--- src/dcache_settings.svh ---
// size and address map macros for the two-way data cache
`ifndef DCACHE_SETTINGS_SVH
`define DCACHE_SETTINGS_SVH

// address layout, byte address split as tag | index | word | byte
`define DC_ADDR_W       32
`define DC_INDEX_W      4       // 16 sets
`define DC_OFFSET_W     2       // 4 words per line

// geometry
`define DC_WAYS         2       // hit and lru logic assume two ways
`define DC_LINE_W       128
`define DC_TAG_W        24      // addr minus index, word and byte bits

// strongly-ordered uncached window, top address nibble
`define DC_UNCACHED_HI  4'hA

`endif

--- src/dcache_pkg.sv ---
// shared types for the data cache
// address views, cache-op codes and controller states
`default_nettype none
`include "dcache_settings.svh"

package dcache_pkg;

    // one address word, read either as a memory address or as a cache-op target
    typedef union packed {
        struct packed {
            logic [`DC_TAG_W-1:0]    tag;
            logic [`DC_INDEX_W-1:0]  index;
            logic [`DC_OFFSET_W-1:0] word;
            logic [1:0]              byte_off;
        } mem;
        struct packed {
            logic [`DC_TAG_W-1:0]    hi;      // ignored by index ops
            logic [`DC_INDEX_W-1:0]  index;
            logic [`DC_OFFSET_W:0]   rsvd;
            logic                    way;     // target way for index forms
        } op;
    } dc_addr_u;

    // opcode bits 4:3
    typedef enum logic [1:0] {
        OP_INDEX_INIT  = 2'd0,
        OP_INDEX_INVAL = 2'd1,
        OP_HIT_INVAL   = 2'd2,
        OP_NOP         = 2'd3
    } cache_op_e;

    typedef enum logic [3:0] {
        ST_IDLE        = 4'd0,
        ST_LOOKUP      = 4'd1,
        ST_OP          = 4'd2,
        ST_HIT_W       = 4'd3,
        ST_MISS_R      = 4'd4,
        ST_MISS_R_WAIT = 4'd5,
        ST_MISS_W      = 4'd6
    } dc_state_e;

endpackage

`default_nettype wire

--- src/dcache_ifc.sv ---
// internal cache interfaces
// rbuf_if links request buffer and controller, array_if links controller and arrays
`timescale 1ns/100ps
`default_nettype none
`include "dcache_settings.svh"

interface rbuf_if;
    logic                    we;      // capture the handshaking request
    dcache_pkg::dc_addr_u    addr;
    logic                    wr;      // 1 = store
    logic [3:0]              wstrb;
    logic [31:0]             wdata;
    logic                    is_op;
    dcache_pkg::cache_op_e   op;
    logic                    suc;     // strongly-ordered uncached

    modport buffer (input we, output addr, wr, wstrb, wdata, is_op, op, suc);
    modport ctrl   (output we, input addr, wr, wstrb, wdata, is_op, op, suc);
    modport array  (input addr, wstrb, wdata);
endinterface


`default_nettype wire

--- src/dcache_reqbuf.sv ---
// request buffer, holds the accepted pipeline request and its uncached flag
`timescale 1ns/100ps
`default_nettype none
`include "dcache_settings.svh"

module dcache_reqbuf (
    input  wire                   clk,
    input  wire                   rstn,
    input  wire                   req_wr,
    input  wire                   req_is_op,
    input  wire [4:0]             req_opcode,
    input  wire [3:0]             req_wstrb,
    input  wire [`DC_ADDR_W-1:0]  req_addr,
    input  wire [31:0]            req_wdata,
    rbuf_if.buffer                rb
);

    logic suc_in;

    // top nibble selects the strongly-ordered window
    assign suc_in = (req_addr[`DC_ADDR_W-1 -: 4] == `DC_UNCACHED_HI);

    // request flags
    always_ff @(posedge clk or negedge rstn) begin
        if (!rstn) begin
            rb.wr    <= 1'b0;
            rb.is_op <= 1'b0;
            rb.suc   <= 1'b0;
        end else if (rb.we) begin
            rb.wr    <= req_wr;
            rb.is_op <= req_is_op;
            rb.suc   <= suc_in;   // worked out once here
        end
    end

    // payload
    always_ff @(posedge clk) begin
        if (rb.we) begin
            rb.addr  <= dcache_pkg::dc_addr_u'(req_addr);
            rb.wstrb <= req_wstrb;
            rb.wdata <= req_wdata;
            rb.op    <= dcache_pkg::cache_op_e'(req_opcode[4:3]);
        end
    end

endmodule

`default_nettype wire

--- src/flat_wrapper.sv ---
// flat-port wrapper written by rule: the top's interface ports become plain ports
module dcache_reqbuf_flat 
  (clk, rstn, req_wr, req_is_op, req_opcode, req_wstrb, req_addr, req_wdata, rb_we, rb_addr, rb_wr, rb_wstrb, rb_wdata, rb_is_op, rb_op, rb_suc);
  rbuf_if rb_i ();
  input  wire clk;
  input  wire rstn;
  input  wire req_wr;
  input  wire req_is_op;
  input  wire [4:0] req_opcode;
  input  wire [3:0] req_wstrb;
  input  wire [`DC_ADDR_W-1:0] req_addr;
  input  wire [31:0] req_wdata;
  input wire logic [$bits(rb_i.we)-1:0] rb_we;
  output wire logic [$bits(rb_i.addr)-1:0] rb_addr;
  output wire logic [$bits(rb_i.wr)-1:0] rb_wr;
  output wire logic [$bits(rb_i.wstrb)-1:0] rb_wstrb;
  output wire logic [$bits(rb_i.wdata)-1:0] rb_wdata;
  output wire logic [$bits(rb_i.is_op)-1:0] rb_is_op;
  output wire logic [$bits(rb_i.op)-1:0] rb_op;
  output wire logic [$bits(rb_i.suc)-1:0] rb_suc;
  assign rb_i.we = rb_we;
  assign rb_addr = rb_i.addr;
  assign rb_wr = rb_i.wr;
  assign rb_wstrb = rb_i.wstrb;
  assign rb_wdata = rb_i.wdata;
  assign rb_is_op = rb_i.is_op;
  assign rb_op = rb_i.op;
  assign rb_suc = rb_i.suc;
  dcache_reqbuf u_core (.clk(clk), .rstn(rstn), .req_wr(req_wr), .req_is_op(req_is_op), .req_opcode(req_opcode), .req_wstrb(req_wstrb), .req_addr(req_addr), .req_wdata(req_wdata), .rb(rb_i));
endmodule
--- config.mk ---
export PLATFORM = sky130hd
export DESIGN_NAME = dcache_reqbuf_flat
export DESIGN_NICKNAME = d
export VERILOG_FILES = /design/src/dcache_pkg.sv /design/src/dcache_ifc.sv /design/src/dcache_reqbuf.sv /design/src/flat_wrapper.sv
export VERILOG_INCLUDE_DIRS = /design/src
export SDC_FILE = /design/constraint.sdc
export NUM_CORES = 1
export LEC_CHECK = 0
export ABC_CLOCK_PERIOD_IN_PS = 1100
export BUFFER_PORTS_ARGS = -buffer_cell sky130_fd_sc_hd__buf_2
export CAP_MARGIN = 10
export CORE_MARGIN = 8
export CORE_UTILIZATION = 40
export CTS_BUF_LIST = sky130_fd_sc_hd__clkbuf_16
export CTS_CLUSTER_DIAMETER = 50
export DETAILED_ROUTE_END_ITERATION = 10
export MAX_ROUTING_LAYER = met4
export PLACE_DENSITY = 0.77
export SLEW_MARGIN = 20
export SYNTH_ARGS = -nofsm -noshare
export SYNTH_HDL_FRONTEND = slang
export SYNTH_SLANG_ARGS = --single-unit
--- constraint.sdc ---
create_clock -name clk -period 1.1 [get_ports clk]
set_clock_uncertainty 0.1 [all_clocks]
set_input_delay 0.33 -clock clk [delete_from_list [all_inputs] [get_ports clk]]
set_output_delay 0.33 -clock clk [all_outputs]
set_load 0.01 [all_outputs]
==> metrics.txt <==
leading area contributor after synthesis edfxtp_1; largest cells by area after synthesis edfxtp_1, dfrtp_1, mux2_2, nand4b_1, o22ai_1; Critical Path Start Type flop; H-tree depth 3; drt wl/cell 18.09 um; LEAKAGE 1.526 nW; post-synthesis compound-gate area fraction 0.2820%; met2 usage between 20 and 30%; fin crit share 118.5%; Clock Path Buffers 2; Cells after DPL 303; Crit. End Element output port; Synth Cell Area 2218 um2; Internal ~5.5 mW; Die Y 90.47 um; fin crit period 1303 ps; fraction of layout cells with a size suffix above 1 68.27%; area share of fa/ha/maj cells after synthesis 0%; PD cells 1980 nW/um2; VDD IR-drop max 1.412 mV; Comb pwr share between 8 and 9%; CP max stage cell edfxtp_1; clock transition at the registers of the reported paths approximately 60 ps; Power Total about 6.9 mW; ant diodes 0; Synth Area in XOR/XNOR 0%; Setup Slack @ Placement -78.95 ps; #FFs+latches synth 73; max incr delay on CP 410 ps; CP arrival 870 ps; largest net degree at the start of global routing 49; Clk Tree Root Cell clkbuf_16; RSZ-0062 raised after global routing true; GRT Total Usage roughly 15%; cells after synthesis 78; Hold Path Class in -> reg; first-pass GRT wire length 8680 um; CP bufs+invs 1; worst setup margin -203.4 ps; number of port buffers between 100 and 150; CTS sink count 73; post-synthesis sequential area ratio 98.14%; endpoints failing setup 73; maximum clock frequency 0.7672 GHz; Routed WL 5806 um; TritonCTS Buffers 9; crit path cell chain buf_6; Core Box Area ~5400 um2; Psw roughly 1.4 mW; WS Path Type reg -> out; GR Layer Usage met1 around an eighth; relative slew slack 83.40%; outcome complete, but fails checks; Pre-antenna DRT Iters 4; mean area per synthesized cell 28.44 um2; DIE AREA 8185 um2; DRC violations left 0; violated checks negative setup slack; Core Util, Final 63.91%; CP max FO 1; Simple-Gate Fraction of Synth Area less than 1%; num ports 151; Mapped Nets 156; number of global-route vias before repair 1,687; DR iter-0 viols 58; CTS tree done; Final Instance Area 3476 um2; Reg power frac 48.6%; grt ovf 0; Initial Utilization 40.79%; CP top delay family flip-flops; most frequent cell after synthesis edfxtp_1; mux share of post-synthesis cell area 1.015%; Synth top area share 94.75%; number of flops mapped to enable cells by yosys 70; largest family of logic cells by synthesized area multiplexers; dominant synthesized flop cell edfxtp_1; die span in x 90.47 um; Final Hold Slack 81.24 ps; R2R Setup Slk 260 ps; dpl cell area 3127 um2; vias roughly 1,400; Most Used Layer, Global Route met2; Yosys cell types 6; synth warn 0; ys async rst share under 10%; CP Data Required Time about 670 ps; GP Congestion 0.7441; Area growth, synth to finish 56.68%; setup TNS -11,210 ps; initial antenna violation count 0; Net Sw Frac 19.63%; clock power share 42.8%; Std-Cell Rows 27; Post-Layout Cell Count roughly 320; routing usage on met3 9.227%; post-route ant nets 0; layout net count 322; Hold Violations, Final 0; final number of max-transition violations 0; Max Cap Violations 0; Vias/cell approximately 4.5; worst-margin pin slew 249.1 ps; clk_lat worst skew slightly above 300 ps; synth cell count leaders edfxtp_1, dfrtp_1, mux2_2
[metal layers]
metal | share of wire, % | wire length (um) | up-vias
met4 | 1.6 | 94 | 0
met2 | 53 | 3052 | 88
li1 | - | - | 647
met5 | 0 | 0 | -
met1 | 33 | 1926 | 689
met3 | 13 | 733 | 7
[worst paths after layout]
check | start | to | cells after the start
worst min register to register | u_core.rb.wr | u_core.rb.wr | 1
worst max-delay path | u_core.rb.addr[2] | rb_addr[2] | 1
worst max register to register | u_core.rb.is_op | u_core.rb.is_op | 1
max in group asynchronous | rstn | u_core.rb.suc | 2
min in group asynchronous | rstn | u_core.rb.is_op | 2
worst min-delay path | req_wdata[23] | u_core.rb.wdata[23] | 1
[layout by cell type, fill, tap and decap left out, drive strengths merged]
| cell type | count |
|---|---|
| buf | 154 |
| bufinv | 2 |
| clkbuf | 9 |
| clkinv | 1 |
| clkinvlp | 2 |
| dfrtp | 3 |
| dlygate4sd3 | 1 |
| edfxtp | 70 |
| inv | 3 |
| mux2 | 2 |
| nand4b | 1 |
| o22ai | 1 |
[flip-flops by register name, summed over array words and instances, names as in the netlist]
signal and cells:
u_core.rb.op 2, u_core.rb.wr 1, u_core.rb.wdata 32, u_core.rb.suc 1, u_core.rb.is_op 1, u_core.rb.addr 32, u_core.rb.wstrb 4
[repair_timing]
action	in CTS	in global routing
hold buffers	1	0
resized for setup	0	5
setup endpoints to repair	73	73
buffers inserted	0	1
hold endpoints to repair	3	0
[cells by family (layout without fill, tap and decap cells)]
family | Yosys count | in the layout
AND/OR/NAND/NOR | 1 | 1
AO/OA/AOI/OAI | 1 | 1
buffers and inverters | 1 | 172
flip-flops | 73 | 73
multiplexers | 2 | 2
[power groups by stage]
stage	registers [mW]	clock network (mW)	logic, mW
4_1_cts	3.35	3.03	0.591
3_5_place_dp	3.40	0	0.587
2_1_floorplan	3.53	0	0.0101
3_3_place_gp	3.39	0	0.575
5_1_grt	3.37	3.13	0.635
6_report	3.35	2.95	0.587
[area by class of cell]
class | instances | area (um2)
clock inverters | 7 | 87.58
well taps | 72 | 90.09
clock buffers | 9 | 225.2
flip-flops and latches | 73 | 2177
inverters | 1 | 3.754
fillers | 402 | 1963
multi-input cells | 4 | 37.54
repair buffers | 155 | 854.6
Note: power is estimated with default switching activity, not from simulation.
