[src/dcache_settings.svh]
// size and address map macros for the two-way data cache
`ifndef DCACHE_SETTINGS_SVH
`define DCACHE_SETTINGS_SVH

// address layout, byte address split as tag | index | word | byte
`define DC_ADDR_W       32
`define DC_INDEX_W      4       // 16 sets
`define DC_OFFSET_W     2       // 4 words per line

// geometry
`define DC_WAYS         2       // hit and lru logic assume two ways
`define DC_LINE_W       128
`define DC_TAG_W        24      // addr minus index, word and byte bits

// strongly-ordered uncached window, top address nibble
`define DC_UNCACHED_HI  4'hA

`endif

[src/dcache_pkg.sv]
// shared types for the data cache
// address views, cache-op codes and controller states
`default_nettype none
`include "dcache_settings.svh"

package dcache_pkg;

    // one address word, read either as a memory address or as a cache-op target
    typedef union packed {
        struct packed {
            logic [`DC_TAG_W-1:0]    tag;
            logic [`DC_INDEX_W-1:0]  index;
            logic [`DC_OFFSET_W-1:0] word;
            logic [1:0]              byte_off;
        } mem;
        struct packed {
            logic [`DC_TAG_W-1:0]    hi;      // ignored by index ops
            logic [`DC_INDEX_W-1:0]  index;
            logic [`DC_OFFSET_W:0]   rsvd;
            logic                    way;     // target way for index forms
        } op;
    } dc_addr_u;

    // opcode bits 4:3
    typedef enum logic [1:0] {
        OP_INDEX_INIT  = 2'd0,
        OP_INDEX_INVAL = 2'd1,
        OP_HIT_INVAL   = 2'd2,
        OP_NOP         = 2'd3
    } cache_op_e;

    typedef enum logic [3:0] {
        ST_IDLE        = 4'd0,
        ST_LOOKUP      = 4'd1,
        ST_OP          = 4'd2,
        ST_HIT_W       = 4'd3,
        ST_MISS_R      = 4'd4,
        ST_MISS_R_WAIT = 4'd5,
        ST_MISS_W      = 4'd6
    } dc_state_e;

endpackage

`default_nettype wire

[src/dcache_ifc.sv]
// internal cache interfaces
// rbuf_if links request buffer and controller, array_if links controller and arrays
`timescale 1ns/100ps
`default_nettype none
`include "dcache_settings.svh"

interface rbuf_if;
    logic                    we;      // capture the handshaking request
    dcache_pkg::dc_addr_u    addr;
    logic                    wr;      // 1 = store
    logic [3:0]              wstrb;
    logic [31:0]             wdata;
    logic                    is_op;
    dcache_pkg::cache_op_e   op;
    logic                    suc;     // strongly-ordered uncached

    modport buffer (input we, output addr, wr, wstrb, wdata, is_op, op, suc);
    modport ctrl   (output we, input addr, wr, wstrb, wdata, is_op, op, suc);
    modport array  (input addr, wstrb, wdata);
endinterface

interface array_if;
    // controller side
    logic [`DC_WAYS-1:0]  data_we;
    logic                 replace;    // full line write from memory
    logic [`DC_WAYS-1:0]  inval;
    logic [`DC_WAYS-1:0]  use_way;    // lru moves away from this way
    logic                 rd_index;   // latch read index from the pipeline

    // array side
    logic [`DC_WAYS-1:0]  hit;
    logic                 lru_way;
    logic [31:0]          hit_word;
    logic [31:0]          line_word;  // word out of the refill line
    logic [`DC_TAG_W:0]   tag_way0;   // {valid, tag}
    logic [`DC_TAG_W:0]   tag_way1;

    modport ctrl (
        output data_we, replace, inval, use_way, rd_index,
        input  hit, lru_way, hit_word, line_word, tag_way0, tag_way1
    );
    modport arrays (
        input  data_we, replace, inval, use_way, rd_index,
        output hit, lru_way, hit_word, line_word, tag_way0, tag_way1
    );
endinterface

`default_nettype wire

[src/dcache_fsm.sv]
// main cache controller
// lookup, refill, write-through and cache-op sequencing
`timescale 1ns/100ps
`default_nettype none
`include "dcache_settings.svh"

module dcache_fsm (
    input  wire                   clk,
    input  wire                   rstn,
    input  wire                   req_valid,
    input  wire                   req_is_op,
    output logic                  req_ready,
    output logic                  rsp_valid,
    output logic [31:0]           rsp_rdata,
    output logic                  mem_req,
    output logic                  mem_wr,
    output logic [1:0]            mem_size,
    output logic [3:0]            mem_wstrb,
    output logic [`DC_ADDR_W-1:0] mem_addr,
    output logic [31:0]           mem_wdata,
    input  wire                   mem_addr_ok,
    input  wire                   mem_data_ok,
    rbuf_if.ctrl                  rb,
    array_if.ctrl                 ar
);

    dcache_pkg::dc_state_e state, next_state;
    dcache_pkg::dc_state_e accept_st;   // where a new handshake leads
    logic                  miss;
    logic                  fill_way;
    logic [`DC_WAYS-1:0]   fill_oh;
    logic [`DC_WAYS-1:0]   op_oh;

    assign accept_st = !req_valid ? dcache_pkg::ST_IDLE :
                       req_is_op  ? dcache_pkg::ST_OP : dcache_pkg::ST_LOOKUP;

    assign miss = rb.suc || !(|ar.hit);

    // refill victim, an empty way before the lru way
    assign fill_way = !ar.tag_way0[`DC_TAG_W] ? 1'b0 :
                      !ar.tag_way1[`DC_TAG_W] ? 1'b1 : ar.lru_way;
    assign fill_oh  = fill_way ? 2'b10 : 2'b01;
    assign op_oh    = rb.addr.op.way ? 2'b10 : 2'b01;

    // memory side comes straight off the buffer
    assign mem_size  = 2'd2;    // always a word
    assign mem_wstrb = rb.wstrb;
    assign mem_wdata = rb.wdata;
    assign mem_addr  = {rb.addr.mem.tag, rb.addr.mem.index, rb.addr.mem.word, 2'b00};

    always_ff @(posedge clk or negedge rstn) begin
        if (!rstn) state <= dcache_pkg::ST_IDLE;
        else       state <= next_state;
    end

    //////////////////////////////////////////////////
    // next state and outputs
    //////////////////////////////////////////////////
    always_comb begin
        next_state  = state;
        req_ready   = 1'b0;
        rsp_valid   = 1'b0;
        rsp_rdata   = (state == dcache_pkg::ST_MISS_R_WAIT) ? ar.line_word : ar.hit_word;
        mem_req     = 1'b0;
        mem_wr      = 1'b0;
        ar.data_we  = '0;
        ar.replace  = 1'b0;
        ar.inval    = '0;
        ar.use_way  = '0;
        case (state)
            dcache_pkg::ST_IDLE: begin
                req_ready  = 1'b1;
                next_state = accept_st;
            end
            dcache_pkg::ST_LOOKUP: begin
                if (rb.suc) ar.inval = ar.hit;     // drop a stale copy
                if (!rb.wr) begin
                    if (miss) begin
                        mem_req    = 1'b1;
                        next_state = mem_addr_ok ? dcache_pkg::ST_MISS_R_WAIT
                                                 : dcache_pkg::ST_MISS_R;
                    end else begin
                        rsp_valid  = 1'b1;         // read hit, keep streaming
                        ar.use_way = ar.hit;
                        req_ready  = 1'b1;
                        next_state = accept_st;
                    end
                end else begin
                    mem_req = 1'b1;                // write-through
                    mem_wr  = 1'b1;
                    if (!miss) begin
                        ar.data_we = ar.hit;
                        ar.use_way = ar.hit;
                    end
                    if (mem_addr_ok) begin
                        req_ready  = 1'b1;
                        next_state = accept_st;
                    end else begin
                        next_state = miss ? dcache_pkg::ST_MISS_W : dcache_pkg::ST_HIT_W;
                    end
                end
            end
            dcache_pkg::ST_OP: begin
                if (rb.is_op) begin
                    case (rb.op)
                        dcache_pkg::OP_INDEX_INIT,
                        dcache_pkg::OP_INDEX_INVAL: begin
                            ar.inval   = op_oh;
                            ar.use_way = {op_oh[0], op_oh[1]};  // next victim
                        end
                        dcache_pkg::OP_HIT_INVAL: ar.inval = ar.hit;
                        default: ;
                    endcase
                end
                next_state = dcache_pkg::ST_IDLE;
            end
            dcache_pkg::ST_HIT_W,
            dcache_pkg::ST_MISS_W: begin
                mem_req = 1'b1;
                mem_wr  = 1'b1;
                if (mem_addr_ok) begin
                    req_ready  = 1'b1;
                    next_state = accept_st;
                end
            end
            dcache_pkg::ST_MISS_R: begin
                mem_req = 1'b1;
                if (mem_addr_ok) next_state = dcache_pkg::ST_MISS_R_WAIT;
            end
            dcache_pkg::ST_MISS_R_WAIT: begin
                if (mem_data_ok) begin
                    rsp_valid  = 1'b1;
                    req_ready  = 1'b1;
                    next_state = accept_st;
                    if (!rb.suc) begin             // uncached loads are not kept
                        ar.data_we = fill_oh;
                        ar.replace = 1'b1;
                        ar.use_way = fill_oh;
                    end
                end
            end
            default: next_state = dcache_pkg::ST_IDLE;
        endcase
        rb.we       = req_ready && req_valid;
        ar.rd_index = rb.we;
    end

endmodule

`default_nettype wire

[src/flat_wrapper.sv]
// flat-port wrapper written by rule: the top's interface ports become plain ports
module dcache_fsm_flat 
  (clk, rstn, req_valid, req_is_op, req_ready, rsp_valid, rsp_rdata, mem_req, mem_wr, mem_size, mem_wstrb, mem_addr, mem_wdata, mem_addr_ok, mem_data_ok, rb_we, rb_addr, rb_wr, rb_wstrb, rb_wdata, rb_is_op, rb_op, rb_suc, ar_data_we, ar_replace, ar_inval, ar_use_way, ar_rd_index, ar_hit, ar_lru_way, ar_hit_word, ar_line_word, ar_tag_way0, ar_tag_way1);
  rbuf_if rb_i ();
  array_if ar_i ();
  input  wire clk;
  input  wire rstn;
  input  wire req_valid;
  input  wire req_is_op;
  output logic req_ready;
  output logic rsp_valid;
  output logic [31:0] rsp_rdata;
  output logic mem_req;
  output logic mem_wr;
  output logic [1:0] mem_size;
  output logic [3:0] mem_wstrb;
  output logic [`DC_ADDR_W-1:0] mem_addr;
  output logic [31:0] mem_wdata;
  input  wire mem_addr_ok;
  input  wire mem_data_ok;
  output wire logic [$bits(rb_i.we)-1:0] rb_we;
  input wire logic [$bits(rb_i.addr)-1:0] rb_addr;
  input wire logic [$bits(rb_i.wr)-1:0] rb_wr;
  input wire logic [$bits(rb_i.wstrb)-1:0] rb_wstrb;
  input wire logic [$bits(rb_i.wdata)-1:0] rb_wdata;
  input wire logic [$bits(rb_i.is_op)-1:0] rb_is_op;
  input wire logic [$bits(rb_i.op)-1:0] rb_op;
  input wire logic [$bits(rb_i.suc)-1:0] rb_suc;
  output wire logic [$bits(ar_i.data_we)-1:0] ar_data_we;
  output wire logic [$bits(ar_i.replace)-1:0] ar_replace;
  output wire logic [$bits(ar_i.inval)-1:0] ar_inval;
  output wire logic [$bits(ar_i.use_way)-1:0] ar_use_way;
  output wire logic [$bits(ar_i.rd_index)-1:0] ar_rd_index;
  input wire logic [$bits(ar_i.hit)-1:0] ar_hit;
  input wire logic [$bits(ar_i.lru_way)-1:0] ar_lru_way;
  input wire logic [$bits(ar_i.hit_word)-1:0] ar_hit_word;
  input wire logic [$bits(ar_i.line_word)-1:0] ar_line_word;
  input wire logic [$bits(ar_i.tag_way0)-1:0] ar_tag_way0;
  input wire logic [$bits(ar_i.tag_way1)-1:0] ar_tag_way1;
  assign rb_we = rb_i.we;
  assign rb_i.addr = rb_addr;
  assign rb_i.wr = rb_wr;
  assign rb_i.wstrb = rb_wstrb;
  assign rb_i.wdata = rb_wdata;
  assign rb_i.is_op = rb_is_op;
  assign rb_i.op = rb_op;
  assign rb_i.suc = rb_suc;
  assign ar_data_we = ar_i.data_we;
  assign ar_replace = ar_i.replace;
  assign ar_inval = ar_i.inval;
  assign ar_use_way = ar_i.use_way;
  assign ar_rd_index = ar_i.rd_index;
  assign ar_i.hit = ar_hit;
  assign ar_i.lru_way = ar_lru_way;
  assign ar_i.hit_word = ar_hit_word;
  assign ar_i.line_word = ar_line_word;
  assign ar_i.tag_way0 = ar_tag_way0;
  assign ar_i.tag_way1 = ar_tag_way1;
  dcache_fsm u_core (.clk(clk), .rstn(rstn), .req_valid(req_valid), .req_is_op(req_is_op), .req_ready(req_ready), .rsp_valid(rsp_valid), .rsp_rdata(rsp_rdata), .mem_req(mem_req), .mem_wr(mem_wr), .mem_size(mem_size), .mem_wstrb(mem_wstrb), .mem_addr(mem_addr), .mem_wdata(mem_wdata), .mem_addr_ok(mem_addr_ok), .mem_data_ok(mem_data_ok), .rb(rb_i), .ar(ar_i));
endmodule
[config.mk]
export PLATFORM = sky130hd
export DESIGN_NAME = dcache_fsm_flat
export DESIGN_NICKNAME = d
export VERILOG_FILES = /design/src/dcache_pkg.sv /design/src/dcache_ifc.sv /design/src/dcache_fsm.sv /design/src/flat_wrapper.sv
export VERILOG_INCLUDE_DIRS = /design/src
export SDC_FILE = /design/constraint.sdc
export NUM_CORES = 1
export LEC_CHECK = 0
export BUFFER_PORTS_ARGS = -buffer_cell sky130_fd_sc_hd__buf_4
export CAP_MARGIN = 30
export CORE_AREA = 2 2 119 121
export DETAILED_ROUTE_END_ITERATION = 16
export DIE_AREA = 0 0 121 123
export HOLD_SLACK_MARGIN = 0.12
export PLACE_DENSITY = 0.46
export REMOVE_ABC_BUFFERS = 1
export SYNTH_ARGS = -nofsm -noshare
export SYNTH_HDL_FRONTEND = slang
export SYNTH_SLANG_ARGS = --single-unit
[constraint.sdc]
create_clock -name clk -period 1.6 [get_ports clk]
set_input_delay 0.32 -clock clk [delete_from_list [all_inputs] [get_ports clk]]
set_output_delay 0.32 -clock clk [all_outputs]
set_load 0.01 [all_outputs]
==> summary.md <==
| Metric | Value |
|---|---|
| Iteration-0 DRC count of the detailed router | 105 |
| Met3 usage | 0.147 |
| Final #Nets | 474 |
| Vias | 1714 |
| Final setup viols | 45 |
| Post-Synth XOR/XNOR Area | 0.0172 |
| Worst hold slack | 0.423 ns |
| Syn avg cell area | 7.67 um2 |
| Count of cell types in the netlist | 38 |
| Die X | 121 um |
| Core region area | 0.0136 mm2 |
| M2 GR Usage | 0.232 |
| Synth Cell Area | 0.00146 mm2 |
| Num CTS Buffers | 3 |
| Power Dens Cells | 1250 mW/mm2 |
| Pin count of the biggest net entering global routing | 14 |
| Required time worst endpoint | 1.28 ns |
| # diodes | 0 |
| Max Freq | 540 MHz |
| Hold WC Path Type | in -> reg |
| Met1 Use GR | 0.0797 |
| CP Data Arrival Time | 1.53 ns |
| Fin area | 0.00260 mm2 |
| Post-Syn Instances | 190 |
| Clk root buf | clkbuf_16 |
| Crit path kind | reg -> out |
| Via/cell ratio | 3.75 |
| Post-synthesis sequential area ratio | 0.0515 |
| Vias in the first global route | 1607 |
| Compound-Gate Fraction of Synth Area | 0.117 |
| Routed wire length | 10600 um |
| Max reg flops | 3 |
| Status | complete, but fails checks |
| Row count | 43 |
| GPL Wtd Cong | 0.889 |
| GRT Overall Usage | 0.129 |
| Nature of the critical path endpoint | primary output |
| Maxcap violations | 0 |
| Wire per inst | 23.2 um |
| Detailed placement HPWL | 9470 um |
| Synth Area in Adders | 0.00687 |
| DIE AREA | 0.0149 mm2 |
| Initial antenna violation count | 0 |
| Worst Skew | 0.00127 ns |
| Layout cells sized above 1 | 0.791 |
| Post-Layout Cell Count | 457 |
| Post-synthesis mux area share | 0.247 |
| I/O Pins | 311 |
| Busiest grt layer | met2 |
| Tcrit/Tclk final | 1.16 |
| CP Launch Type | flop |
| Largest registers | u_core.state: 3 flops |
| Yosys warning count | 0 |
| TritonCTS clock tree | yes |
| Fill count | 1540 |
| RSZ-0062 raised after global routing | yes |
| Leak | 1.27 nW |
| Port-buffer cells | 125 |
| Crit path max-delay cell type | dfrtp_2 |
| Post-DRT Antenna Nets | 0 |
| Yosys reg bits | 3 |
| Top_reg_cell synth | dfrtp_1 |
| Most flops, register | u_core.state |
| Fin worst setup slack | -0.253 ns |
| Minimum clock period | 1.85 ns |
| Crit-path max cell delay | 0.44 ns |
| Post-synth EDFFs | 0 |
| First-pass GRT wire length | 13000 um |
| Post-layout util | 0.191 |
| Inst Count DP | 443 |
| Worst skew pair latency | 0.22 ns |
| CP max FO | 10 |
| Hold violation count in the final report | 0 |
| Die height | 123 um |
| Longest Clk Path Bufs | 2 |
| Slew Limit Fails | 0 |
| Initial Util | 0.107 |
| Post-synthesis simple-gate area fraction | 0.136 |
| VDD IR max | 428 uV |
| Drt drc | 0 |
| Largest family of logic cells by synthesized area | buffers and inverters |
| Area Growth Syn to Fin | 78.5% |
| Reg clk slew, reported paths | 0.03 ns |
| Drt first pass iters | 4 |
| Failing checks | setup timing |
| Htree depth | 1 |
| Cell chain of the critical path | buf_4 > inv_1 > a21oi_1 > a31oi_1 > and2_4 > buf_6 |
| Area after DPL | 0.00223 mm2 |
| Clock sinks | 3 |
| Async SR Flop Fraction | 1.00 |
| GRT overflow | 0 |
[cell usage after synthesis, types with 3 or more instances]
library cell	n	area [um2]
a21oi_1	4	20.0
buf_2	3	15.0
buf_4	71	533
dfrtp_1	3	75.1
inv_1	6	22.5
mux2_1	3	33.8
mux2_2	29	327
nand2_1	16	60.1
nand2b_1	3	18.8
nand3_1	8	40.0
nor2_1	4	15.0
nor3_1	4	20.0
o21ai_0	4	20.0
o22ai_1	4	25.0
[cell families after synthesis]
family,after synthesis
AND/OR/NAND/NOR,41
adder cells (fa/ha/maj),1
AO/OA/AOI/OAI,25
multiplexers,32
buffers and inverters,84
other,2
flip-flops,3
XOR/XNOR,2
[per-stage QoR]
stage | power (mW) | setup TNS, ns | worst slack [ns]
finish | 3.25 | -9.24 | -0.253
global route | 3.45 | -11.81 | -0.316
CTS | 2.92 | -9.54 | -0.270
detailed placement | 2.22 | -3.21 | -0.133
global placement | 2.20 | -2.91 | -0.106
floorplan | 1.14 | -17.88 | -0.580
[layout make-up]
cell class / count / area, um2 / share of cell area
multi-input combinational: 105 / 906 / 0.348
clock buffer: 4 / 78.8 / 0.0303
inverter: 7 / 28.8 / 0.0111
tap: 180 / 225 / 0.0866
timing repair buffer: 158 / 1290 / 0.494
sequential: 3 / 76.3 / 0.0293
[power breakdown]
part | internal [mW] | leakage, nW | switching (mW)
clock | 0.329 | 0.0382 | 0.0681
combinational | 1.56 | 1.20 | 1.14
sequential | 0.117 | 0.0367 | 0.0419
total | 2.00 | 1.27 | 1.25
[placed cells by master, fill, tap and decap left out, types with 2 or more instances in the layout]
cell type / n
o21ai_0: 3
conb_1: 4
inv_1: 5
o22ai_1: 3
nand2_2: 4
nor3_1: 4
mux2_2: 29
nor2_4: 2
nand2_1: 10
clkbuf_16: 3
nor2b_4: 3
buf_6: 18
nor2_1: 2
nand3_1: 7
mux2_4: 3
nand2_4: 2
a21oi_1: 4
o21ai_1: 2
nand2b_1: 3
buf_4: 136
dfrtp_1: 2
[critical path, delay by kind of cell (launching register included)]
family / cells / cell delay, ns
and+or+nand+nor: 1 / 0.20
buffers and inverters: 3 / 0.41
DFF: 1 / 0.44
AOI/OAI and AO/OA: 2 / 0.26
[what timing repair did]
action,CTS,global route
pin swaps,6,13
buffers inserted,2,6
gates resized for setup,32,21
setup endpoints to repair,46,46
cloned,1,1
hold buffers,1,0
endpoints found under the hold margin,3,0
[path summary, 6_finish.rpt]
| kind | startpoint | end | slack, ns | cells after the start |
|---|---|---|---|---|
| max in group asynchronous | rstn | u_core.state[1] | 1.03 | 2 |
| hold / removal | mem_addr_ok | u_core.state[1] | 0.42 | 3 |
| setup reg to reg | u_core.state[0] | u_core.state[0] | -0.03 | 7 |
| setup / recovery | u_core.state[1] | rb_we | -0.25 | 6 |
| min in group asynchronous | rstn | u_core.state[2] | 0.47 | 2 |
| hold reg to reg | u_core.state[1] | u_core.state[1] | 0.78 | 2 |
[routing by layer]
layer	routed length [um]	share of wire
met2	5140	0.49
met5	0	0
met3	2970	0.28
met1	2150	0.20
met4	326	0.031
Note: power is estimated with default switching activity, not from simulation.
